File: config.mk
export PLATFORM = sky130hd
export DESIGN_NAME = store_drain_ctrl
export DESIGN_NICKNAME = d
export VERILOG_FILES = /design/src/design/lsu_pkg.sv /design/src/design/store_drain_ctrl.sv
export SDC_FILE = /design/constraint.sdc
export NUM_CORES = 1
export LEC_CHECK = 0
export ABC_AREA = 1
export BUFFER_PORTS_ARGS = -buffer_cell sky130_fd_sc_hd__buf_2
export CAP_MARGIN = 10
export CORE_AREA = 3 3 266 268
export DETAILED_ROUTE_END_ITERATION = 10
export DIE_AREA = 0 0 269 271
export GPL_TIMING_DRIVEN = 0
export RECOVER_POWER = 25
export SETUP_SLACK_MARGIN = 0.1
export SKIP_LAST_GASP = 1
export SLEW_MARGIN = 20
export SYNTH_ARGS = -nofsm -noshare
export SYNTH_HDL_FRONTEND = slang
export SYNTH_SLANG_ARGS = --single-unit
export TNS_END_PERCENT = 5
File: constraint.sdc
create_clock -name clk -period 3.31 [get_ports clk]
set_clock_uncertainty 0.2 [all_clocks]
set_input_delay 0.4965 -clock clk [delete_from_list [all_inputs] [get_ports clk]]
set_output_delay 0.4965 -clock clk [all_outputs]
set_load 0.005 [all_outputs]
File: src/design/lsu_pkg.sv
`default_nettype none

package lsu_pkg;

	// data path and byte address width
	localparam int XLEN = 32;
	// rob tag width
	localparam int ROB_TAG_W = 6;

	// store queue depth, power of two so the pointers wrap by themselves
	localparam int STQ_SIZE = 8;
	localparam int STQ_IDX_W = 3;

	// data memory depth in words
	localparam int MEM_WORDS = 256;
	// word index taken from address bits MEM_IDX_W+1 down to 2
	localparam int MEM_IDX_W = $clog2(MEM_WORDS);

	typedef logic [XLEN-1:0] data_t;
	typedef logic [XLEN-1:0] addr_t;
	typedef logic [ROB_TAG_W-1:0] rob_tag_t;
	typedef logic [STQ_IDX_W-1:0] stq_idx_t;
	typedef logic [MEM_IDX_W-1:0] mem_idx_t;

	// drain fsm
	// idle waits on the head entry, write holds the request,
	// retire reports success for one cycle
	typedef enum logic [1:0] {
		IDLE,
		WRITE,
		RETIRE
	} drain_state_t;

endpackage

`default_nettype wire

File: src/design/store_drain_ctrl.sv
`timescale 1ns/1ps
`default_nettype none

module store_drain_ctrl (
	input  logic clk,
	input  logic reset,

	// queue view, only the head entry is ever used
	input  lsu_pkg::stq_idx_t head,
	input  logic [lsu_pkg::STQ_SIZE-1:0] stq_valid,
	input  logic [lsu_pkg::STQ_SIZE-1:0] stq_committed,
	input  logic [lsu_pkg::STQ_SIZE-1:0] stq_addr_valid,
	input  logic [lsu_pkg::STQ_SIZE-1:0] stq_data_valid,
	input  logic [lsu_pkg::STQ_SIZE-1:0] stq_succeeded,
	input  lsu_pkg::addr_t [lsu_pkg::STQ_SIZE-1:0] stq_addr,
	input  lsu_pkg::data_t [lsu_pkg::STQ_SIZE-1:0] stq_data,
	input  lsu_pkg::rob_tag_t [lsu_pkg::STQ_SIZE-1:0] stq_tag,

	// memory write port
	output logic wr_valid,
	input  logic wr_ready,
	output lsu_pkg::addr_t wr_addr,
	output lsu_pkg::data_t wr_data,

	// success report back to the queue
	output logic store_succeeded,
	output lsu_pkg::rob_tag_t succeeded_tag
);
	import lsu_pkg::*;

	drain_state_t state;
	drain_state_t state_next;
	logic head_ready;

	// head is committed and complete, and has not been written yet
	// the succeeded check keeps a finished head from draining twice
	assign head_ready = stq_valid[head] && stq_committed[head] && stq_addr_valid[head] &&
		stq_data_valid[head] && !stq_succeeded[head];

	always_comb begin
		state_next = state;
		case (state)
			IDLE: begin
				if (head_ready) begin
					state_next = WRITE;
				end
			end
			// hold the request while memory serves loads
			WRITE: begin
				if (wr_ready) begin
					state_next = RETIRE;
				end
			end
			RETIRE: state_next = IDLE;
			default: state_next = IDLE;
		endcase
	end

	always_ff @(posedge clk) begin
		if (!reset) begin
			state <= IDLE;
		end else begin
			state <= state_next;
		end
	end

	// capture the head entry on the way out of idle
	always_ff @(posedge clk) begin
		if (state == IDLE && head_ready) begin
			wr_addr <= stq_addr[head];
			wr_data <= stq_data[head];
			succeeded_tag <= stq_tag[head];
		end
	end

	assign wr_valid = (state == WRITE);
	// one cycle pulse, tag is the latched one
	assign store_succeeded = (state == RETIRE);

endmodule

`default_nettype wire

==> impl_results.md, run 1 <==
- Post-synth top area cell: edfxtp_1
- Setup Crit Path Kind: in2reg
- Layout cells sized above 1: 0.3763
- Die width: 269 um
- Yosys top cell area share: 0.2955
- Num CTS Buffers: 9
- Starting DRT DRC Count: 851
- Setup repair after global routing missed its margin: false
- Area added between synthesis and finish: 68.82%
- Syn Inst Count: 1,173
- Final period util: 0.8937
- P_leak: 0.005551 uW
- Clk slew on worst S/H paths: 0.06 ns
- Slowest cell on the critical path: nand3_1
- Worst Hold Class: in2reg
- I/O pin cnt: 678
- First drt pass iteration count: 5
- Fin area: 12,010 um^2
- Startpoint Class: input pin
- CORE AREA: 68,590 um^2
- Max FO, Critical Path: 27
- Final Setup Violations: 0
- Largest net degree at the start of global routing: 28
- Number of remaining DRC errors: 0
- Clk buf depth: 2
- Worst Setup End Kind: register
- Mapped Avg Cell Area: 6.065 um^2
- Cell Pwr Density: 285.9 nW/um^2
- Input/output buffers: 674
- Die height: 271 um
- Top cell by count, worst path: nand3_1
- Max Cap Viol: 0
- Worst EP required: 3.21 ns
- Initial core utilization: 0.1037
- Final wirelength: 59,700 um
- Outcome: complete, no violations
- H-tree Lvls: 3
- Clock tree sinks: 72
- Final HPWL DP: 48,770 um
- Fin. Hold Viols: 0
- Syn nets: 1,779
- Peak Freq: 338.0 MHz
- Most common cell after layout, fill and taps aside: buf_2
- Root Buffer: clkbuf_16
- Vias in the first global route: 11,240
- Vias per cell: 4.129
- CTS tree: built
- CP cell instances: buf_6 > buf_4 > nor2_1 > nand3_1 > nand3_1 > nand3_1 > nand2_1 > nand2_1 > clkinvlp_4 > buf_12 > buf_12
- Register area share after synthesis: 0.3011
- FP Rows: 96
- #FFs+latches synth: 72
- First-pass GRT wire length: 78,840 um
- Fin. max-slew vios: 0
- Via count: 11,590
- Worst VDD drop: 0.1829 mV
- Synth Warn #: 0
- Place WS: -0.8288 ns
- Post-DP Area: 11,730 um^2
- Worst Max-Slew Pin Slew: 0.7041 ns
- Arr. time, crit path: 2.85 ns
- Clock Latency Late Sink: 0.36 ns
- Most frequent cells in the layout: buf_2 (657), nor2_1 (290), o21ai_0 (245), nand2_1 (238), o22ai_1 (140)
- Top post-synthesis cells by area: edfxtp_1 (30%), o21ai_0 (17%), nor2_1 (15%), nand2_1 (13%), o22ai_1 (12%)
- Min cycle time layout: 2.958 ns
- Design Power: 3434 uW
- Worst slew margin: 0.5289
- Critical Path Max Stage Delay: 0.35 ns
- DR WL/cell: 21.26 um
- Number of library cell types mapped by synthesis: 21
- Worst setup slack after layout: 0.3518 ns
- Die area: 72,900 um^2
- Placer Congestion: 0.9172
- DRT antenna net count: 0
- Overall routing resource usage: 0.1535
- Remaining global-route overflow: 0
- Initial antenna violation count: 15
- Synthesized area: 7114 um^2
- Filler cells: 8,034
- Post-layout nets: 2,471
## worst max-delay path, delay by kind of cell
kind	cells	cell delay (ns)
simple gates	6	1.33
buf+inv	5	0.94
## cell families (layout without fill, tap and decap cells)
family / count (synthesis) / count (layout) / synth area share
DFF: 72 / 72 / 0.3011
and+or+nand+nor: 543 / 543 / 0.2902
AOI/OAI and AO/OA: 423 / 423 / 0.3227
buffers and inverters: 135 / 830 / 0.08600
other: 0 / 9 / 0
## synth_stat cells, drive strengths merged
master and count:
nand2 238, nor2 290, a21oi 3, clkbuf 60, edfxtp 70, nand3b 3
buf 50, inv 25, nand3 11, dfxtp 2, o22ai 140, nor3 1
o21ai 280
## timing repair
action                                  4_1_cts  5_1_grt
setup buffers                                 4        0
endpoints found under the hold margin         0        0
gates resized for setup                       1        2
hold buffers                                  0        0
endpoints found under the setup margin       70       53
## state kept, by name, summed over array words and instances, names as in the netlist
register	count
wr_data	32
state	2
wr_addr	32
succeeded_tag	6
## per-layer routing
metal / part of all wire / GRT usage
met1: 0.40 / 0.1814
met2: 0.46 / 0.2564
met3: 0.085 / 0.03874
met4: 0.047 / 0.07708
met5: 0.00075 / 0
## power breakdown
part	internal, uW	switching, uW	total (uW)
Combinational	533	783	1320
Sequential	1080	17.1	1100
Clock	570	449	1020
## layout make-up
type                            instances  area (um^2)  area share
Sequential cell                        72         2142      0.1784
Clock inverter                          5        50.05    0.004167
Tap cell                              931         1165     0.09699
Antenna cell                            9        22.52    0.001875
Multi-Input combinational cell        966         4364      0.3634
Clock buffer                            9        225.2     0.01875
Inverter                               25        100.1    0.008334
Timing Repair Buffer                  681         3420      0.2847
Buffer                                110        521.8     0.04344
## per-stage QoR
step,instances,util,hold slack (ns),TNS (ns)
after CTS,2799,0.1756,0.1394,0
final,2808,0.1751,0.1802,0
after floorplan,1173,-,0.2576,0
after detailed placement,2781,0.1710,0.2821,-53.56
after global placement,2778,0.1700,0.2840,-189.57
after global routing,2806,0.1750,0.1652,0
## worst paths after layout
path                                from           to  slack (ns)  cells after the start
worst max-delay path             head[0]  wr_data[15]        0.35                     11
worst min-delay path            wr_ready     state[1]        0.18                      3
worst max register to register  state[1]  wr_data[15]        1.79                      5
worst min register to register  state[0]     state[1]        0.29                      2
Note: power is estimated with default switching activity, not from simulation.
==> inputs of run 2 (changes only) <==
- CORE_AREA: 3 3 266 268 -> 3 3 259 261
- DIE_AREA: 0 0 269 271 -> 0 0 262 264
- clock period: 3.31 -> 2.8 ns (I/O delays scaled with it)
==> run 2 against run 1 <==
Against the previous run:
- critical path depth down 1
- power up 20%
- clock power up 25%
- worst hold slack got worse by 0.076 ns
- critical endpoint is now wr_addr[23]
- largest cell class unchanged
- highest routed layer unchanged
==> impl_results.md, run 2 (synthesis gave the netlist of run 1 again) <==
- Critical Path Start: head[2]
- Hold_sp: wr_ready
- Remaining global-route overflow: 0 (unchanged)
- Num CTS Buffers: 9 (unchanged)
- Die width: 262 um (-2.6%)
- Peak Freq: 409.7 MHz
- First-pass GRT wire length: 76,970 um (-2.4%)
- Most common cell after layout, fill and taps aside: buf_2
- Internal power: 2594 uW (+19%)
- Max FO, Critical Path: 27 (unchanged)
- Die height: 264 um (-2.6%)
- Place WS: -0.9304 ns (-0.1016 ns)
- Largest net degree at the start of global routing: 29 (+3.6%)
- R2R Path Start: state[0]
- Final period util: 0.8717
- Root Buffer: clkbuf_16
- Clk buf depth: 2 (unchanged)
- Final Setup Violations: 0 (unchanged)
- Top Registers: wr_addr: 32 flops, wr_data: 32 flops, succeeded_tag: 6 flops
- Fin Hold WS: 0.1039 ns (-0.07624 ns)
- Setup repair after global routing missed its margin: false
- Filler cells: 7,538 (-6.2%)
- Clock tree sinks: 72 (unchanged)
- Logic pwr share: 0.375 (-0.008)
- Seq pwr share: 0.316 (-0.004)
- H-tree Lvls: 3 (unchanged)
- Layout cells sized above 1: 0.3788 (+0.002474)
- P_leak: 0.005553 uW (about the same)
- Final wirelength: 58,630 um (-1.8%)
- Worst Hold Class: in2reg
- Cell Pwr Density: 344.4 nW/um^2 (+20%)
- Initial core utilization: 0.1100 (+0.006235)
- Psw: 1515 uW (+21%)
- Placer Congestion: 0.9364 (+2.1%)
- Fin. max-slew vios: 0 (unchanged)
- Clock Latency Late Sink: 0.37 ns (about the same)
- Min cycle time layout: 2.441 ns
- Most frequent cells in the layout: buf_2 (658), nor2_1 (289), o21ai_0 (245), nand2_1 (237), o22ai_1 (140)
- Die area: 69,170 um^2 (-5.1%)
- Clock network power share: 0.310 (+0.013)
- CTS tree: built
- Design Power: 4109 uW (+20%)
- Vias per cell: 4.250 (+2.9%)
- Flop-to-flop setup slack: 1.28 ns (-0.51 ns)
- Clk slew on worst S/H paths: 0.07 ns (about the same)
- Input/output buffers: 674 (unchanged)
- First drt pass iteration count: 6 (+1)
- DRT antenna net count: 0 (unchanged)
- Vias in the first global route: 11,190 (-0.41%)
- Switching part of the total: 0.3686 (+0.004833)
- I/O pin cnt: 678 (unchanged)
- FP Rows: 93 (-3.1%)
- Area of the multi-input gates: 4375 um^2 (+0.26%)
- Setup Crit Path Kind: in2reg
- Overall routing resource usage: 0.1578 (+0.004318)
- Worst Setup End Kind: register
- Outcome: complete, no violations
- Worst Max-Slew Pin Slew: 0.6916 ns (-0.01255 ns)
- Starting DRT DRC Count: 926 (+8.8%)
- Initial antenna violation count: 18 (+3)
- Setup TNS: 0 ns (unchanged)
- Worst VDD drop: 0.2460 mV (+35%)
- Via count: 11,620 (+0.20%)
- CORE AREA: 64,700 um^2 (-5.7%)
- Max Cap Viol: 0 (unchanged)
- DR WL/cell: 21.45 um (+0.90%)
- Worst EP required: 2.67 ns (-0.54 ns)
- Startpoint Class: input pin
- Fin. Hold Viols: 0 (unchanged)
- Post-layout nets: 2,471 (unchanged)
- Register area: 2142 um^2 (unchanged)
- Worst setup slack after layout: 0.3592 ns (+0.007347 ns)
- Number of remaining DRC errors: 0 (unchanged)
- Number of hold buffers added after cts: 0 (unchanged)
- Area added between synthesis and finish: 67.69%
- Worst slew margin: 0.5372 (+0.008394)
- Arr. time, crit path: 2.31 ns (-0.54 ns)
- Final HPWL DP: 47,520 um (-2.6%)
==> run 2: layer usage <==
layer	vias to the layer above	wire length, um	track usage
li1	5451	-	-
met2	745	26950	0.2606
met5	-	46	0
met3	119	5503	0.03748
met1	5293	23130	0.1873
met4	8	3000	0.08732
==> run 2: power by group through the flow <==
stage	Combinational, uW	Sequential, uW	Clock (uW)
after detailed placement	1530	1320	0
after floorplan	638	1330	0
after global placement	1520	1320	0
after CTS	1540	1300	1350
after global routing	1690	1300	1370
final	1540	1300	1270
==> run 2: final cells by class <==
cell class | count | share of cell area
well taps | 855 | 0.08967
diodes | 9 | 0.001888
repair buffers | 681 | 0.2840
multi-input cells | 966 | 0.3668
clock inverters | 5 | 0.004929
flip-flops and latches | 72 | 0.1795
plain buffers | 110 | 0.04499
inverters | 25 | 0.009019
clock buffers | 10 | 0.01919
==> run 2: what timing repair did <==
item,in CTS,in global routing
gates resized for setup,4,2
pin swaps,0,0
buffers inserted,5,0
setup endpoints to repair,70,45
==> run 2: worst paths after layout <==
| path | to | depth (start not counted) |
|---|---|---|
| max reg2reg | wr_addr[23] | 5 |
| min reg2reg | state[1] | 2 |
| max | wr_addr[23] | 10 |
| min | state[1] | 3 |
==> run 2: through the flow <==
step / cells / util / instance area (um^2)
CTS: 2724 / 0.1849 / 11960
floorplan: 1173 / - / 7141
global placement: 2702 / 0.1790 / 11580
finish: 2733 / 0.1844 / 11930
global route: 2732 / 0.1844 / 11930
detailed placement: 2704 / 0.1797 / 11620
==> run 2: critical path, stage by stage <==
cell,delay (ns)
clkbuf_4,0.30
inv_4,0.36
nand2_1,0.09
nor2_1,0.13
nand3_2,0.20
nand2_1,0.20
nand2_2,0.10
clkinvlp_4,0.08
buf_4,0.16
buf_12,0.21
==> inputs of run 3 (changes only) <==
- PLACE_DENSITY: unset -> 0.3
==> run 3 against run 2 <==
Against the previous run:
- first-iteration DRC count down 33%
- sequential share of layout area up 0.085 points
- worst hold slack about the same
- flip-flop and latch count unchanged
- critical path type unchanged
==> impl_results.md, run 3 (synthesis gave the netlist of run 1 again) <==
- Setup Crit Path Kind: in2reg
- Clk buf depth: 2 (unchanged)
- Root Buffer: clkbuf_16
- Num CTS Buffers: 9 (unchanged)
- Design Power: 4053 uW (-1.4%)
- Most frequent cells in the layout: buf_2 (657), nor2_1 (290), o21ai_0 (245), nand2_1 (237), o22ai_1 (140)
- Overall routing resource usage: 0.1663 (+0.008438)
- Startpoint Class: input pin
- Area added between synthesis and finish: 66.90%
- P_leak: 0.005525 uW (-0.51%)
- Number of remaining DRC errors: 0 (unchanged)
- Initial antenna violation count: 16 (-2)
- Die width: 262 um (unchanged)
- Vias in the first global route: 12,070 (+7.8%)
- CORE AREA: 64,700 um^2 (unchanged)
- Worst slew margin: 0.5476 (+0.01038)
- Fin Hold WS: 0.1040 ns (+0.0001180 ns)
- Clock tree sinks: 72 (unchanged)
- Placer Congestion: 0.9019 (-3.7%)
- DR WL/cell: 22.42 um (+4.5%)
- Number of hold buffers added after cts: 0 (unchanged)
- Final Setup Violations: 0 (unchanged)
- Remaining global-route overflow: 0 (unchanged)
- FP Rows: 93 (unchanged)
- Layout cells sized above 1: 0.3746 (-0.004214)
- Fin. Hold Viols: 0 (unchanged)
- First drt pass iteration count: 7 (+1)
- Input/output buffers: 674 (unchanged)
- Fin. max-slew vios: 0 (unchanged)
- H-tree Lvls: 3 (unchanged)
- Most common cell after layout, fill and taps aside: buf_2
- FF-to-FF path depth: 4 (-1)
- Initial core utilization: 0.1100 (unchanged)
- Max FO, Critical Path: 25 (-7.4%)
- Final period util: 0.9060 (+0.03430)
- Via count: 11,440 (-1.5%)
- Clk slew on worst S/H paths: 0.07 ns (about the same)
- Worst Max-Slew Pin Slew: 0.6786 ns (-0.01302 ns)
- I/O pin cnt: 678 (unchanged)
- Final wirelength: 61,150 um (+4.3%)
- Vias per cell: 4.194 (-1.3%)
- Worst EP required: 2.71 ns (+0.04 ns)
- Peak Freq: 394.2 MHz (-3.8%)
- Worst Setup End Kind: register
- DRT antenna net count: 0 (unchanged)
- Worst VDD drop: 0.2156 mV (-12%)
- Cell Pwr Density: 341.3 nW/um^2 (-0.89%)
- Top Registers: wr_addr: 32 flops, wr_data: 32 flops, succeeded_tag: 6 flops
- Filler cells: 7,732 (+2.6%)
- Largest net degree at the start of global routing: 28 (-3.4%)
- Fin area: 11,870 um^2 (-0.47%)
- Starting DRT DRC Count: 624 (-33%)
- Hold Path Cell Cnt: 3 (unchanged)
- Finished Core Util: 0.1835 (-0.0008700)
- Die height: 264 um (unchanged)
- CTS tree: built
- Outcome: complete, no violations
- Setup repair after global routing missed its margin: false
- Arr. time, crit path: 2.45 ns (+0.14 ns)
- Post-layout nets: 2,467 (-0.16%)
- Post-DP Area: 11,620 um^2 (unchanged)
- Clock Latency Late Sink: 0.37 ns (about the same)
- Final HPWL DP: 50,220 um (+5.7%)
- First-pass GRT wire length: 82,860 um (+7.6%)
- Worst Hold Class: in2reg
- Min cycle time layout: 2.537 ns (+0.09603 ns)
- Max Cap Viol: 0 (unchanged)
- Die area: 69,170 um^2 (unchanged)
[run 3: metrics by stage]
| step | cells | TNS [ns] | worst slack, ns |
|---|---|---|---|
| 6_report | 2728 | 0 | 0.2631 |
| 3_5_place_dp | 2704 | -37.67 | -0.6061 |
| 4_1_cts | 2721 | 0 | 0.1131 |
| 5_1_grt | 2723 | 0 | 0.1247 |
| 2_1_floorplan | 1173 | 0 | 0.09242 |
| 3_3_place_gp | 2702 | -191.81 | -2.494 |
[run 3: worst max-delay path, stage by stage]
cell and delay, ns:
buf_12 0.15, buf_4 0.37, nor2_1 0.18, nand3_1 0.11, nand3_1 0.12, nand3_1 0.18
nand2_1 0.09, nand2_2 0.15, clkinvlp_4 0.34, buf_12 0.28
[run 3: path summary, 6_finish.rpt]
| path | end | slack (ns) | from |
|---|---|---|---|
| setup / recovery | wr_addr[26] | 0.26 | head[0] |
| hold reg to reg | state[1] | 0.30 | state[0] |
| hold / removal | state[1] | 0.10 | wr_ready |
| setup reg to reg | wr_addr[26] | 1.11 | state[0] |
[run 3: layout make-up]
| cell class | count | area [um^2] | share of cell area |
|---|---|---|---|
| multi-input combinational | 966 | 4363 | 0.3674 |
| timing repair buffer | 676 | 3348 | 0.2820 |
| sequential | 72 | 2142 | 0.1804 |
| tap | 855 | 1070 | 0.09010 |
| buffer | 110 | 534.3 | 0.04499 |
| clock buffer | 12 | 236.5 | 0.01992 |
| inverter | 25 | 110.1 | 0.009273 |
| clock inverter | 4 | 45.04 | 0.003793 |
| antenna | 7 | 17.52 | 0.001475 |
| timing repair inverter | 1 | 7.507 | 0.0006322 |
[run 3: power breakdown]
group	total, uW	switching, uW	internal [uW]
Sequential	1290	15.8	1280
Clock	1230	541	688
Combinational	1530	909	621
Total	4050	1470	2590
[run 3: layer usage]
metal / vias up / share of wire / GRT usage
met4: 14 / 0.023 / 0.04083
met3: 73 / 0.078 / 0.04841
li1: 5440 / - / -
met2: 526 / 0.50 / 0.2992
met5: - / 0.0015 / 0
met1: 5387 / 0.40 / 0.1917
[run 3: timing repair]
action | in CTS | in global routing
setup buffers | 0 | 0
cloned | 1 | 0
resized for setup | 3 | 2
pin swaps | 0 | 0
setup endpoints to repair | 70 | 52
