[src/design/lsu_pkg.sv]
`default_nettype none

package lsu_pkg;

	// data path and byte address width
	localparam int XLEN = 32;
	// rob tag width
	localparam int ROB_TAG_W = 6;

	// store queue depth, power of two so the pointers wrap by themselves
	localparam int STQ_SIZE = 8;
	localparam int STQ_IDX_W = 3;

	// data memory depth in words
	localparam int MEM_WORDS = 256;
	// word index taken from address bits MEM_IDX_W+1 down to 2
	localparam int MEM_IDX_W = $clog2(MEM_WORDS);

	typedef logic [XLEN-1:0] data_t;
	typedef logic [XLEN-1:0] addr_t;
	typedef logic [ROB_TAG_W-1:0] rob_tag_t;
	typedef logic [STQ_IDX_W-1:0] stq_idx_t;
	typedef logic [MEM_IDX_W-1:0] mem_idx_t;

	// drain fsm
	// idle waits on the head entry, write holds the request,
	// retire reports success for one cycle
	typedef enum logic [1:0] {
		IDLE,
		WRITE,
		RETIRE
	} drain_state_t;

endpackage

`default_nettype wire

[src/design/store_queue.sv]
`timescale 1ns/1ps
`default_nettype none

module store_queue (
	input  logic clk,
	input  logic reset,

	// allocation from dispatch
	input  logic alloc_valid,
	output logic alloc_ready,
	input  lsu_pkg::rob_tag_t alloc_tag,
	input  lsu_pkg::data_t alloc_data,
	input  logic alloc_data_valid,

	// agu address pulse
	input  logic agu_valid,
	input  lsu_pkg::rob_tag_t agu_tag,
	input  lsu_pkg::addr_t agu_addr,

	// cdb broadcast pulse
	input  logic cdb_valid,
	input  lsu_pkg::rob_tag_t cdb_tag,
	input  lsu_pkg::data_t cdb_data,

	// rob commit pulse
	input  logic commit_valid,
	input  lsu_pkg::rob_tag_t commit_tag,

	// success pulse from the drain fsm
	input  logic store_succeeded,
	input  lsu_pkg::rob_tag_t succeeded_tag,

	// entry contents
	output logic [lsu_pkg::STQ_SIZE-1:0] stq_valid,
	output logic [lsu_pkg::STQ_SIZE-1:0] stq_addr_valid,
	output logic [lsu_pkg::STQ_SIZE-1:0] stq_data_valid,
	output logic [lsu_pkg::STQ_SIZE-1:0] stq_committed,
	output logic [lsu_pkg::STQ_SIZE-1:0] stq_succeeded,
	output lsu_pkg::addr_t [lsu_pkg::STQ_SIZE-1:0] stq_addr,
	output lsu_pkg::data_t [lsu_pkg::STQ_SIZE-1:0] stq_data,
	output lsu_pkg::rob_tag_t [lsu_pkg::STQ_SIZE-1:0] stq_tag,

	// circular buffer pointers
	output lsu_pkg::stq_idx_t head,
	output lsu_pkg::stq_idx_t tail,
	output logic stq_empty
);
	import lsu_pkg::*;

	logic alloc_fire;
	logic alloc_take_cdb;

	// tail points at the next free slot, so a valid tail slot means full
	assign alloc_ready = !stq_valid[tail];
	assign alloc_fire = alloc_valid && alloc_ready;
	assign stq_empty = !(|stq_valid);

	// data for the store being allocated may show up on the cdb in the same cycle
	assign alloc_take_cdb = cdb_valid && (cdb_tag == alloc_tag) && !alloc_data_valid;

	// status bits
	always_ff @(posedge clk) begin
		if (!reset) begin
			head <= '0;
			tail <= '0;
			stq_valid <= '0;
			stq_addr_valid <= '0;
			stq_data_valid <= '0;
			stq_committed <= '0;
			stq_succeeded <= '0;
		end else begin
			if (alloc_fire) begin
				stq_valid[tail] <= 1'b1;
				stq_addr_valid[tail] <= 1'b0;
				stq_data_valid[tail] <= alloc_data_valid || alloc_take_cdb;
				stq_committed[tail] <= 1'b0;
				stq_succeeded[tail] <= 1'b0;
				tail <= tail + stq_idx_t'(1);
			end

			// every tag bus updates the live entry holding that tag
			for (int i = 0; i < STQ_SIZE; i++) begin
				if (stq_valid[i] && agu_valid && agu_tag == stq_tag[i]) begin
					stq_addr_valid[i] <= 1'b1;
				end
				if (stq_valid[i] && cdb_valid && cdb_tag == stq_tag[i]) begin
					stq_data_valid[i] <= 1'b1;
				end
				if (stq_valid[i] && commit_valid && commit_tag == stq_tag[i]) begin
					stq_committed[i] <= 1'b1;
				end
				if (stq_valid[i] && store_succeeded && succeeded_tag == stq_tag[i]) begin
					stq_succeeded[i] <= 1'b1;
				end
			end

			// head written to memory, free it and move on
			if (stq_valid[head] && stq_succeeded[head]) begin
				stq_valid[head] <= 1'b0;
				stq_addr_valid[head] <= 1'b0;
				stq_data_valid[head] <= 1'b0;
				stq_committed[head] <= 1'b0;
				stq_succeeded[head] <= 1'b0;
				head <= head + stq_idx_t'(1);
			end
		end
	end

	// entry payload, qualified by the status bits above
	always_ff @(posedge clk) begin
		if (alloc_fire) begin
			stq_tag[tail] <= alloc_tag;
			stq_data[tail] <= alloc_take_cdb ? cdb_data : alloc_data;
		end
		for (int i = 0; i < STQ_SIZE; i++) begin
			if (stq_valid[i] && agu_valid && agu_tag == stq_tag[i]) begin
				stq_addr[i] <= agu_addr;
			end
			if (stq_valid[i] && cdb_valid && cdb_tag == stq_tag[i]) begin
				stq_data[i] <= cdb_data;
			end
		end
	end

endmodule

`default_nettype wire

[config.mk]
export PLATFORM = sky130hd
export DESIGN_NAME = store_queue
export DESIGN_NICKNAME = d
export VERILOG_FILES = /design/src/design/lsu_pkg.sv /design/src/design/store_queue.sv
export SDC_FILE = /design/constraint.sdc
export NUM_CORES = 1
export LEC_CHECK = 0
export BUFFER_PORTS_ARGS = -buffer_cell sky130_fd_sc_hd__buf_4
export CAP_MARGIN = 20
export CORE_AREA = 2 2 293 295
export CTS_CLUSTER_DIAMETER = 40
export DETAILED_ROUTE_END_ITERATION = 6
export DIE_AREA = 0 0 295 297
export PLACE_DENSITY = 0.49
export RECOVER_POWER = 50
export SYNTH_ARGS = -nofsm -noshare
export SYNTH_HDL_FRONTEND = slang
export SYNTH_SLANG_ARGS = --single-unit
[constraint.sdc]
create_clock -name clk -period 10 [get_ports clk]
set_input_delay 2 -clock clk [delete_from_list [all_inputs] [get_ports clk]]
set_output_delay 2 -clock clk [all_outputs]
set_load 0.05 [all_outputs]
==> results by group, run 1 <==
Outcome
  – Status: finished with violations
  – Failing checks: max-capacitance violations, max-slew violations

Hold path
  – Hold EP: stq_addr_valid[4]$_SDFF_PN0_
  – Hold wc startpoint: stq_addr_valid[4]$_SDFF_PN0_
  – Hold Crit Class: reg -> reg
  – Hold Path Stages: 2

Yosys
  – Synthesized area per cell: 15.9 sq um
  – Largest family of logic cells by synthesized area: compound AO/OA/AOI/OAI gates
  – Synth area leader: edfxtp_1
  – Complex-gate fraction of the synthesized area: between 10% and 20%
  – Most frequent cell after synthesis: edfxtp_1
  – FF+latch count, synth: 606
  – Post-synthesis sequential area ratio: between 70% and 80%
  – Synth top cells by count: edfxtp_1, o2bb2ai_1, xor2_1
  – Number of synthesized flops with an enable pin: 560
  – Adder-cell share of the synthesized area: less than 1%
  – Post-synthesis xor/xnor area fraction: under 10%
  – Ys Warns: 0
  – Cells after synthesis: between 1500 and 2000
  – Async set-reset flop share out of synthesis: 0%
  – Syn_nets: roughly 1700
  – Top FF cell, synth: edfxtp_1
  – Share of the synthesized area in the top cell type: 68.8%
  – Mapped Area: 24400 sq um
  – Mux cell area share after synthesis: less than 1%
  – Synth cell types: 51
  – Leading post-synthesis cells by cell area: edfxtp_1, o2bb2ai_1, xor2_1
  – Post-Synth Simple-Gate Area: under 10%

Clock network
  – Clock latency on the worst-skew pair: about 0.67 ns
  – Longest Clk Path Bufs: 3
  – Num Clock Sinks: 606
  – Hold_buf cts: 0
  – Post-CTS sizing: 0
  – Setup Buffers After CTS: 0
  – CTS tree: done
  – Root buffer cell: clkbuf_16
  – CTS H-tree depth: 3
  – Num CTS Buffers: 97
  – CTS clk-pin slew, worst paths: about 0.050 ns

Global route
  – Number of global-route vias before repair: between 15000 and 20000
  – Global-route met2 utilization: 39.6%
  – Grt met1 use: between 20% and 30%
  – Antenna violations before repair: 4
  – Grt ovf: 0
  – GRT busiest layer: met2
  – Largest net degree at the start of global routing: 33
  – First-pass GRT wire length: between 100000 and 150000 um
  – Met3 Use GR: ~3.7%
  – Gr usage total: between 20 and 25%

Setup path
  – Startpoint Class: primary input
  – R2R depth: 4
  – CP arrival: between 6 and 7 ns
  – Worst R2R Setup Slack: between 6 and 7 ns
  – Critical R2R Launch: stq_tag[9]$_DFFE_PP_
  – Worst-path fanout max: 25
  – Crit path capture type: register
  – Worst r2r dst: stq_addr[33]$_DFFE_PP_
  – CP Class: in -> reg
  – Data required, critical path: about 10 ns

Final layout
  – Synthesis-to-finish area growth: 33.4%
  – Final-stage net count: 2408
  – Share of layout cells above drive strength 1: a little under a fifth
  – Fin cells: about 3500
  – Fin area: roughly 33000 sq um
  – Core Util, Final: between 30% and 40%

Detailed routing
  – DR iter-0 viols: roughly 1400
  – Average vias per placed instance: between 5 and 6
  – Vias: 17600
  – Final ANT Viol Nets: 0
  – Detailed Route WL: between 100000 and 150000 um
  – # DRC: 0
  – Wire per inst: about 29 um
  – DRT Pass-1 Iters: 5

STA
  – Slew @ Worst Pin: 1.67 ns
  – Tcrit/Tclk final: 56.6%
  – Hold Vio Cnt, Final: 0
  – Slew headroom: -12.7%
  – Tmin final: around 5.7 ns
  – # setup viols final: 0
  – Unrepaired setup endpoints after global routing: no
  – Skew final: about 0.059 ns
  – Max Freq: 177 MHz
  – Final max-slew violation count: 8
  – Setup_tns: 0 ns

Pwr
  – Comb power frac: under 10%
  – Sw frac: a little over a quarter
  – Clk pwr share: around half
  – Peak supply drop: 0.157 mV
  – Seq pwr share: approximately two fifths
  – Int Power: ~5.3 mW
  – Power Dens Cells: between 200 and 250 nW/um^2
  – Leak: approximately 11 nW
  – Sw power: roughly 1.9 mW

Floorplan
  – Top-level I/O count: approximately 740
  – Die Ht: between 200 and 300 um
  – Die Wd: ~300 um
  – Initial core utilization: slightly below 30%
  – Cell Rows: ~110
  – Core Box Area: roughly 84000 sq um
  – Die area: about 88000 sq um

Placed design
  – # port buffers: about 740
  – Detailed Place HPWL: around 70000 um
  – Cells after DPL: about 3300
  – DP Area: approximately 31000 sq um
  – Final GP Congestion: ~0.86

Run
  – Max-cap viol count: 1
power by group through the flow:
stage          clock network, mW  logic (mW)  registers (mW)
2_1_floorplan                  0       0.223            3.12
3_3_place_gp                   0       0.661            2.95
3_5_place_dp                   0       0.668            2.95
4_1_cts                     3.70       0.670            2.90
5_1_grt                     3.82       0.659            2.90
6_report                    3.65       0.630            2.90
flip-flops by register name, indices dropped and copies added, names as in the netlist, 8 cells and up:
signal / flops
stq_data: 256
stq_addr: 256
stq_addr_valid: 8
stq_valid: 8
stq_data_valid: 8
stq_committed: 8
stq_succeeded: 8
stq_tag: 48
worst max-delay path, stage by stage:
cell       delay [ns]
clkbuf_1         0.52
xor2_2           0.14
nor3_1           0.48
nand4b_1         0.89
o21ai_0          1.62
buf_12           0.29
o2bb2ai_1        0.14
worst max-delay path by stage:
stage | start | end | slack [ns] | cells after the start
after global routing | alloc_tag[0] | stq_data[247]$_DFFE_PP_ | 4.26 | 7
after floorplan | agu_tag[3] | stq_addr[0]$_DFFE_PP_ | 3.51 | 4
final | alloc_tag[0] | stq_data[230]$_DFFE_PP_ | 4.34 | 7
after detailed placement | cdb_tag[3] | stq_data[99]$_DFFE_PP_ | 5.47 | 5
after global placement | cdb_tag[3] | stq_data[101]$_DFFE_PP_ | 5.39 | 5
after CTS | tail[1]$_SDFFE_PN0N_ | alloc_ready | 5.51 | 4
cell families (layout without fill, tap and decap cells):
| family | count (synthesis) | after routing |
|---|---|---|
| AO/OA/AOI/OAI | 315 | 315 |
| buffers and inverters | 141 | 964 |
| adder cells (fa/ha/maj) | 2 | 2 |
| XOR/XNOR | 200 | 200 |
| AND/OR/NAND/NOR | 263 | 263 |
| flip-flops | 606 | 606 |
| multiplexers | 6 | 6 |
| other | 0 | 3 |
area by class of cell:
type                            instances  area, sq um
Antenna cell                            3         7.51
Tap cell                             1144         1430
Multi-Input combinational cell        786         5850
Inverter                               14         52.6
Clock inverter                         75         1080
Sequential cell                       606        17700
Clock buffer                          108         2530
Fill cell                            8304        51900
Timing Repair Buffer                  767         3890
layout by cell type, fill, tap and decap left out, types with 24 or more instances in the layout:
cell       instances
edfxtp_1         560
clkbuf_1         538
o2bb2ai_1        256
buf_4            227
xor2_1           120
clkbuf_16         99
nand2_1           80
xnor2_1           79
nor2_1            52
dfxtp_1           46
nand3_1           37
nor4_1            36
a21oi_1           24
metrics by stage:
stage               hold WS (ns)  power, mW  worst slack, ns
detailed placement         0.491       3.62             5.47
global route               0.525       7.38             4.26
finish                     0.492       7.18             4.34
CTS                        0.502       7.27             5.51
global placement           0.487       3.61             5.39
floorplan                  0.732       3.34             3.51
routing by layer:
| metal | routed length [um] | part of all wire (%) |
|---|---|---|
| met1 | 39600 | 39 |
| met3 | 6290 | 6.2 |
| met4 | 4130 | 4.0 |
| met5 | 13 | 0.013 |
| met2 | 52000 | 51 |
(Power assumes the default switching activity.)
==> run 2, diff against run 1 <==
--- a/config.mk
+++ b/config.mk
@@ -7,11 +7,11 @@
 export LEC_CHECK = 0
 export BUFFER_PORTS_ARGS = -buffer_cell sky130_fd_sc_hd__buf_4
 export CAP_MARGIN = 20
-export CORE_AREA = 2 2 293 295
+export CORE_AREA = 2 2 292 294
 export CTS_CLUSTER_DIAMETER = 40
 export DETAILED_ROUTE_END_ITERATION = 6
-export DIE_AREA = 0 0 295 297
-export PLACE_DENSITY = 0.49
+export DIE_AREA = 0 0 294 296
+export PLACE_DENSITY = 0.51
 export RECOVER_POWER = 50
 export SYNTH_ARGS = -nofsm -noshare
 export SYNTH_HDL_FRONTEND = slang
==> constraint.sdc (replaced) <==
create_clock -name clk -period 4.85 [get_ports clk]
set_input_delay 0.97 -clock clk [delete_from_list [all_inputs] [get_ports clk]]
set_output_delay 0.97 -clock clk [all_outputs]
set_load 0.05 [all_outputs]
==> run 2 against run 1 <==
Compared with the run above: the flow still finishes with violations (max-capacitance violations, max-slew violations); register-to-register slack got worse by 5.2 ns; global-route usage down 1.1 points; clock power rose by 93%; cell area shrank 1.2%; sequential share of layout area rose by 0.64 points; flip-flop and latch count is the same; combinational power is 100% higher; count of clock-buffer cells in the layout increased by 4; via count down 0.96%; worst setup slack got worse by 3.5 ns; core utilization is 0.33 points lower; critical path depth stayed put.
==> results by group, run 2 (synthesized netlist as in run 1, its figures left out) <==
Detailed routing
  – Detailed Route WL: 98100 um (-3.9%)
  – Vias: 17400 (-0.96%)
  – DRT Pass-1 Iters: 5 (unchanged)
  – Average vias per placed instance: 5.06 (+0.82%)
  – # DRC: 0 (unchanged)
  – Final ANT Viol Nets: 0 (unchanged)
  – DR iter-0 viols: 1302 (-5.1%)
  – Wire per inst: 28.5 um (-2.2%)

Pwr
  – Leak: 10.5 nW (-1.2%)
  – Peak supply drop: 0.240 mV (+53%)
  – Total power: 14.3 mW (+99%)
  – Power Dens Cells: 444 nW/um^2 (+100%)

Hold path
  – Hold Path Stages: 2 (unchanged)
  – Hold EP: stq_committed[4]$_SDFF_PN0_
  – Hold wc startpoint: stq_committed[4]$_SDFF_PN0_
  – Hold Crit Class: reg -> reg

Clock network
  – Hold_buf cts: 0 (unchanged)
  – Root buffer cell: clkbuf_16
  – CTS H-tree depth: 3 (unchanged)
  – Num CTS Buffers: 98 (+1.0%)
  – CTS clk-pin slew, worst paths: 0.05 ns (about the same)
  – Setup Buffers After CTS: 0 (unchanged)
  – Clock latency on the worst-skew pair: 0.64 ns (-0.03 ns)
  – Num Clock Sinks: 606 (unchanged)
  – Post-CTS sizing: 0 (unchanged)
  – CTS tree: done
  – Longest Clk Path Bufs: 3 (unchanged)

Final layout
  – Register area: 17700 sq um (unchanged)
  – Multi-input gate area in the final layout: 5940 sq um (+1.4%)
  – Share of layout cells above drive strength 1: 17.9% (-0.61 points)
  – Most frequent cells in the layout: edfxtp_1, clkbuf_1, o2bb2ai_1
  – Synthesis-to-finish area growth: 31.8%
  – Fin area: 32200 sq um (-1.2%)
  – Largest registers: stq_addr x256, stq_data x256, stq_tag x48
  – Core Util, Final: 38.2% (-0.33 points)
  – Most common cell after layout, fill and taps aside: edfxtp_1
  – Final-layout fill cell count: 8240 (-0.77%)
  – Fin cells: 3441 (-1.8%)
  – Final-stage net count: 2405 (-0.12%)

Setup path
  – Startpoint Class: primary input
  – Worst R2R Setup Slack: 1.61 ns (-5.18 ns)
  – Worst r2r dst: stq_addr[42]$_DFFE_PP_
  – Data required, critical path: 5.31 ns (-5.18 ns)
  – CP Class: in -> reg
  – Critical R2R Launch: stq_tag[9]$_DFFE_PP_
  – R2R depth: 4 (unchanged)
  – Worst-path fanout max: 25 (unchanged)
  – CP startpoint: alloc_tag[5]
  – CP arrival: 4.42 ns (-1.73 ns)
  – Crit path capture type: register

Floorplan
  – Cell Rows: 107 (unchanged)
  – Core Box Area: 84200 sq um (-0.32%)
  – Die Ht: 296 um (-0.34%)
  – Die Wd: 294 um (-0.34%)
  – Die area: 87000 sq um (-0.67%)
  – Top-level I/O count: 742 (unchanged)
  – Initial core utilization: 29.0% (+0.092 points)

Placed design
  – DP Area: 30900 sq um (-0.32%)
  – # port buffers: 741 (unchanged)
  – Cells after DPL: 3257 (-1.7%)
  – Final GP Congestion: 0.870 (+0.83%)
  – Detailed Place HPWL: 68600 um (-4.6%)

STA
  – Skew final: 0.0234 ns (-0.0355 ns)
  – # setup viols final: 0 (unchanged)
  – Final max-slew violation count: 8 (unchanged)
  – Hold Vio Cnt, Final: 0 (unchanged)
  – Setup_tns: 0 ns (unchanged)
  – Unrepaired setup endpoints after global routing: no
  – Tcrit/Tclk final: between 80 and 90%
  – Slew @ Worst Pin: 1.85 ns (+0.173 ns)
  – Slew headroom: -24.4% (-12 points)
  – Tmin final: between 3 and 4 ns
  – Max Freq: around 250 MHz

Global route
  – Number of global-route vias before repair: 17000 (-0.53%)
  – Largest net degree at the start of global routing: 33 (unchanged)
  – Antenna violations before repair: 4 (unchanged)
  – Gr usage total: 21.3% (-1.1 points)
  – Global-route met2 utilization: 37.2% (-2.4 points)
  – Grt met1 use: 25.5% (-1.6 points)
  – Met3 Use GR: 4.38% (+0.69 points)
  – First-pass GRT wire length: 132000 um (-4.6%)
  – Grt ovf: 0 (unchanged)
  – GRT busiest layer: met2

Run
  – Max-cap viol count: 1 (unchanged)

Outcome
  – Status: finished with violations
  – Failing checks: max-capacitance violations, max-slew violations
## run 2: changes by cell type in the layout (fill, tap and decap cells not counted), sizes merged
| cell | delta |
|---|---|
| inv | -9 |
| clkbuf | +10 |
| diode | +1 |
| buf | -10 |
| clkinv | +7 |
| bufinv | -6 |
| clkinvlp | -1 |
## run 2: worst max-delay path, stage by stage
cell and delay (ns):
clkbuf_1 0.64, xnor2_1 0.22, and2_0 0.25, nand4b_4 0.33, o21ai_0 1.51, buf_12 0.29
o2bb2ai_1 0.15
## run 2: worst max-delay path by stage
stage,endpoint,slack [ns],depth (start not counted)
final,stq_data[132]$_DFFE_PP_,0.89,7
after global routing,stq_data[131]$_DFFE_PP_,0.85,7
after CTS,alloc_ready,1.42,4
after detailed placement,stq_data[114]$_DFFE_PP_,1.40,6
after global placement,stq_data[130]$_DFFE_PP_,1.41,6
after floorplan,stq_addr[0]$_DFFE_PP_,0.76,4
## run 2: area by class of cell
| class | instances | share of cell area [%] |
|---|---|---|
| sequential | 606 | 55.1 |
| multi-input combinational | 786 | 18.4 |
| timing repair buffer | 763 | 11.6 |
| clock buffer | 112 | 8.10 |
| tap | 1090 | 4.23 |
| clock inverter | 66 | 2.33 |
| inverter | 14 | 0.163 |
| antenna | 4 | 0.0311 |
## run 2: routing by layer
layer,part of all wire [%],vias up
met5,0,-
met4,4.0,0
met3,6.4,201
met2,51,859
met1,39,8910
li1,-,7432
## run 2: where the power goes
part | internal [mW] | switching [mW]
clock | 4.48 | 2.57
sequential | 5.87 | 0.102
combinational | 0.282 | 1.00
total | 10.6 | 3.67
## run 2: metrics by stage
stage	setup slack, ns	hold slack, ns
final	0.889	0.497
after global routing	0.854	0.522
after CTS	1.42	0.500
after detailed placement	1.40	0.488
after global placement	1.41	0.477
after floorplan	0.761	0.732
==> run 3, diff against run 2 <==
--- a/config.mk
+++ b/config.mk
@@ -5,13 +5,14 @@
 export SDC_FILE = /design/constraint.sdc
 export NUM_CORES = 1
 export LEC_CHECK = 0
+export ABC_AREA = 1
 export BUFFER_PORTS_ARGS = -buffer_cell sky130_fd_sc_hd__buf_4
 export CAP_MARGIN = 20
-export CORE_AREA = 2 2 292 294
+export CORE_AREA = 2 2 288 290
 export CTS_CLUSTER_DIAMETER = 40
 export DETAILED_ROUTE_END_ITERATION = 6
-export DIE_AREA = 0 0 294 296
-export PLACE_DENSITY = 0.51
+export DIE_AREA = 0 0 290 292
+export PLACE_DENSITY = 0.53
 export RECOVER_POWER = 50
 export SYNTH_ARGS = -nofsm -noshare
 export SYNTH_HDL_FRONTEND = slang
==> constraint.sdc (replaced) <==
create_clock -name clk -period 4.14 [get_ports clk]
set_input_delay 0.828 -clock clk [delete_from_list [all_inputs] [get_ports clk]]
set_output_delay 0.828 -clock clk [all_outputs]
set_load 0.05 [all_outputs]
==> run 3 against run 2 <==
Compared with the run above: first-iteration DRC count up 83%; largest cell class unchanged; count of clock-buffer cells in the layout down 2; die area fell by 2.7%; non-clock buffer count is 18 higher; critical endpoint is now stq_addr[147]$_DFFE_PP_; the flow still finishes with violations (max-capacitance violations, max-slew violations).
==> results by group, run 3 <==
Outcome
  – Status: finished with violations
  – Failing checks: max-capacitance violations, max-slew violations

Clock network
  – Post-CTS sizing: 0 (unchanged)
  – CTS clk-pin slew, worst paths: 0.06 ns (about the same)
  – Clock latency on the worst-skew pair: 0.65 ns (about the same)
  – Root buffer cell: clkbuf_16
  – CTS H-tree depth: 3 (unchanged)
  – CTS tree: done
  – Num CTS Buffers: 95 (-3.1%)
  – Longest Clk Path Bufs: 3 (unchanged)
  – Hold_buf cts: 0 (unchanged)
  – Setup Buffers After CTS: 0 (unchanged)
  – Num Clock Sinks: 606 (unchanged)

Setup path
  – CP Class: reg -> reg
  – Crit-path leading delay family: buffers and inverters
  – CP arrival: 3.87 ns (-0.55 ns)
  – Cells along the critical path: inv_1 -> o22ai_1 -> a21oi_1 -> nand2_1 -> nor2_1 -> clkbuf_1
  – Critical R2R Launch: stq_tag[27]$_DFFE_PP_
  – R2R depth: 6 (+2)
  – Worst-path fanout max: 32 (+28%)
  – Worst path bufs/invs: 2 (unchanged)
  – Crit path capture type: register
  – Worst R2R Setup Slack: 0.45 ns (-1.16 ns)
  – Slowest stage delay, CP: 1.88 ns (+0.37 ns)
  – Worst path slowest cell: clkbuf_1
  – Startpoint Class: register
  – Data required, critical path: 4.32 ns (-0.99 ns)
  – Worst r2r dst: stq_addr[147]$_DFFE_PP_

Global route
  – Antenna violations before repair: 9 (+5)
  – Gr usage total: 26.2% (+4.8 points)
  – First-pass GRT wire length: 160000 um (+21%)
  – Number of global-route vias before repair: 21100 (+24%)
  – Largest net degree at the start of global routing: 33 (unchanged)
  – Grt ovf: 0 (unchanged)

STA
  – Unrepaired setup endpoints after global routing: no
  – Slew headroom: -75.0% (-51 points)
  – # setup viols final: 0 (unchanged)
  – Setup_tns: 0 ns (unchanged)
  – Slew @ Worst Pin: 2.63 ns (+0.780 ns)
  – Tmin final: ~3.7 ns
  – Final max-slew violation count: 66 (+58)
  – Hold Vio Cnt, Final: 0 (unchanged)
  – Tcrit/Tclk final: approximately nine tenths
  – Max Freq: 271 MHz
  – Skew final: 0.0361 ns (+0.0127 ns)
  – Hold Worst Slack: 0.469 ns (-0.0286 ns)

Run
  – Max-cap viol count: 2 (+1)

Pwr
  – Total power: 16.4 mW (+15%)
  – Leak: 13.2 nW (+26%)
  – Seq pwr share: 42.2% (+0.5 points)
  – Sw power: 4.39 mW (+19%)
  – Int Power: 12.0 mW (+13%)
  – Sw frac: 26.7% (+1.0 points)
  – Clk pwr share: 49.0% (-0.3 points)
  – Power Dens Cells: 482 nW/um^2 (+8.4%)
  – Peak supply drop: 0.322 mV (+34%)
  – Comb power frac: 8.8% (-0.2 points)

Floorplan
  – Initial core utilization: 32.1% (+3.0 points)
  – Die area: 84700 sq um (-2.7%)
  – Core Box Area: 81600 sq um (-3.1%)
  – Die Wd: 290 um (-1.4%)
  – Top-level I/O count: 742 (unchanged)
  – Cell Rows: 105 (-1.9%)
  – Die Ht: 292 um (-1.4%)

Yosys
  – FF+latch count, synth: 606 (unchanged)
  – Cells after synthesis: 2438 (+59%)
  – Adder-cell share of the synthesized area: 0.0957% (-0.0067 points)
  – Synth area leader: edfxtp_1
  – Mux cell area share after synthesis: 0% (-0.36 points)
  – Post-synthesis xor/xnor area fraction: 3.55% (-3.6 points)
  – Most frequent cell after synthesis: nand2_1
  – Synthesized area per cell: 10.7 sq um (-33%)
  – Ys Warns: 0 (unchanged)
  – Async set-reset flop share out of synthesis: 0% (unchanged)
  – Mapped Area: 26200 sq um (+7.0%)
  – Share of the synthesized area in the top cell type: 64.3% (-4.5 points)
  – Synth top cells by count: nand2_1, edfxtp_1, nand3_1
  – Syn_nets: 2574 (+54%)
  – Complex-gate fraction of the synthesized area: 2.46% (-8.6 points)
  – Post-synthesis sequential area ratio: 67.8% (-4.8 points)
  – Leading post-synthesis cells by cell area: edfxtp_1, nand2_1, nand3_1
  – Largest family of logic cells by synthesized area: simple AND/OR/NAND/NOR gates
  – Number of synthesized flops with an enable pin: 560 (unchanged)
  – Top FF cell, synth: edfxtp_1
  – Synth cell types: 40 (-22%)
  – Post-Synth Simple-Gate Area: 21.3% (+16 points)

Hold path
  – Hold wc startpoint: stq_addr_valid[3]$_SDFF_PN0_
  – Hold Crit Class: reg -> reg
  – Hold Path Stages: 2 (unchanged)
  – Hold EP: stq_addr_valid[3]$_SDFF_PN0_

Placed design
  – Detailed Place HPWL: 81100 um (+18%)
  – # port buffers: 741 (unchanged)
  – Final GP Congestion: 0.945 (+8.7%)

Final layout
  – Synthesis-to-finish area growth: 30.3%
  – Share of layout cells above drive strength 1: 13.1% (-4.7 points)
  – Register area: 17700 sq um (unchanged)
  – Most common cell after layout, fill and taps aside: nand2_1
  – Final-layout fill cell count: 8205 (-0.42%)
  – Multi-input gate area in the final layout: 7360 sq um (+24%)
  – Core Util, Final: 41.8% (+3.5 points)
  – Most frequent cells in the layout: nand2_1, clkbuf_1, edfxtp_1
  – Final-stage net count: 3321 (+38%)
  – Largest registers: stq_addr x256, stq_data x256, stq_tag x48

Detailed routing
  – Final ANT Viol Nets: 0 (unchanged)
  – DR iter-0 viols: 2377 (+83%)
  – Detailed Route WL: 115000 um (+17%)
  – Vias: 22000 (+26%)
  – Wire per inst: 26.4 um (-7.3%)
  – Average vias per placed instance: 5.06 (about the same)
  – DRT Pass-1 Iters: 5 (unchanged)
  – # DRC: 0 (unchanged)
run 3: cell count changes after synthesis, sizes merged, moves of 59 or more:
cell	delta
inv	+163
nand2	+681
nand3	+245
nor2	+107
o2bb2ai	-256
xor2	-59
run 3: worst reg2reg max path: stages (launching register included):
cell and delay (ns):
edfxtp_1 0.51, inv_1 0.20, o22ai_1 0.11, a21oi_1 0.15, nand2_1 0.07, nor2_1 0.24, clkbuf_1 1.88
run 3: cells by family after synthesis:
group	Yosys count
AND/OR/NAND/NOR	1303
buffers and inverters	309
AO/OA/AOI/OAI	112
flip-flops	606
adder cells (fa/ha/maj)	2
XOR/XNOR	106
run 3: power groups by stage:
stage	Clock (mW)	Combinational (mW)	Sequential [mW]
final	8.04	1.45	6.93
after global routing	8.44	1.53	6.93
after CTS	8.14	1.53	6.92
after detailed placement	0	1.53	7.05
after global placement	0	1.51	7.05
after floorplan	0	0.535	7.38
run 3: final cells by class:
class,instances,share of cell area [%]
Multi-Input combinational cell,1523,21.6
Sequential cell,606,52.0
Clock buffer,110,7.44
Timing Repair Buffer,781,10.8
Antenna cell,6,0.0441
Tap cell,1070,3.93
Clock inverter,67,2.16
Inverter,178,1.96
run 3: stage by stage:
stage / cells / setup slack (ns) / area [sq um]
after floorplan: 2438 / 0.343 / 26200
after global placement: 4158 / 1.05 / 33000
after detailed placement: 4158 / 1.06 / 33000
after CTS: 4335 / 0.764 / 36300
after global routing: 4341 / 0.328 / 34100
final: 4341 / 0.450 / 34100
run 3: how the worst max path moves through the flow:
stage,start,to,slack (ns),cells after the start
2_1_floorplan,agu_tag[4],stq_addr[0]$_DFFE_PP_,0.34,7
3_3_place_gp,cdb_tag[5],stq_data[146]$_DFFE_PP_,1.05,10
3_5_place_dp,cdb_tag[5],stq_data[146]$_DFFE_PP_,1.06,10
4_1_cts,tail[0]$_SDFFE_PN0N_,alloc_ready,0.76,5
5_1_grt,stq_valid[4]$_SDFF_PN0_,stq_addr[147]$_DFFE_PP_,0.33,5
6_report,stq_tag[27]$_DFFE_PP_,stq_addr[147]$_DFFE_PP_,0.45,6
run 3: layer usage:
metal  part of all wire (%)  GRT usage (%)  vias to the layer above
met5                  0.010              0                        -
met4                    4.3           10.8                        2
met3                    7.9           5.18                      265
met2                     48           43.9                     1268
met1                     39           33.1                    10700
li1                       -              -                     9771
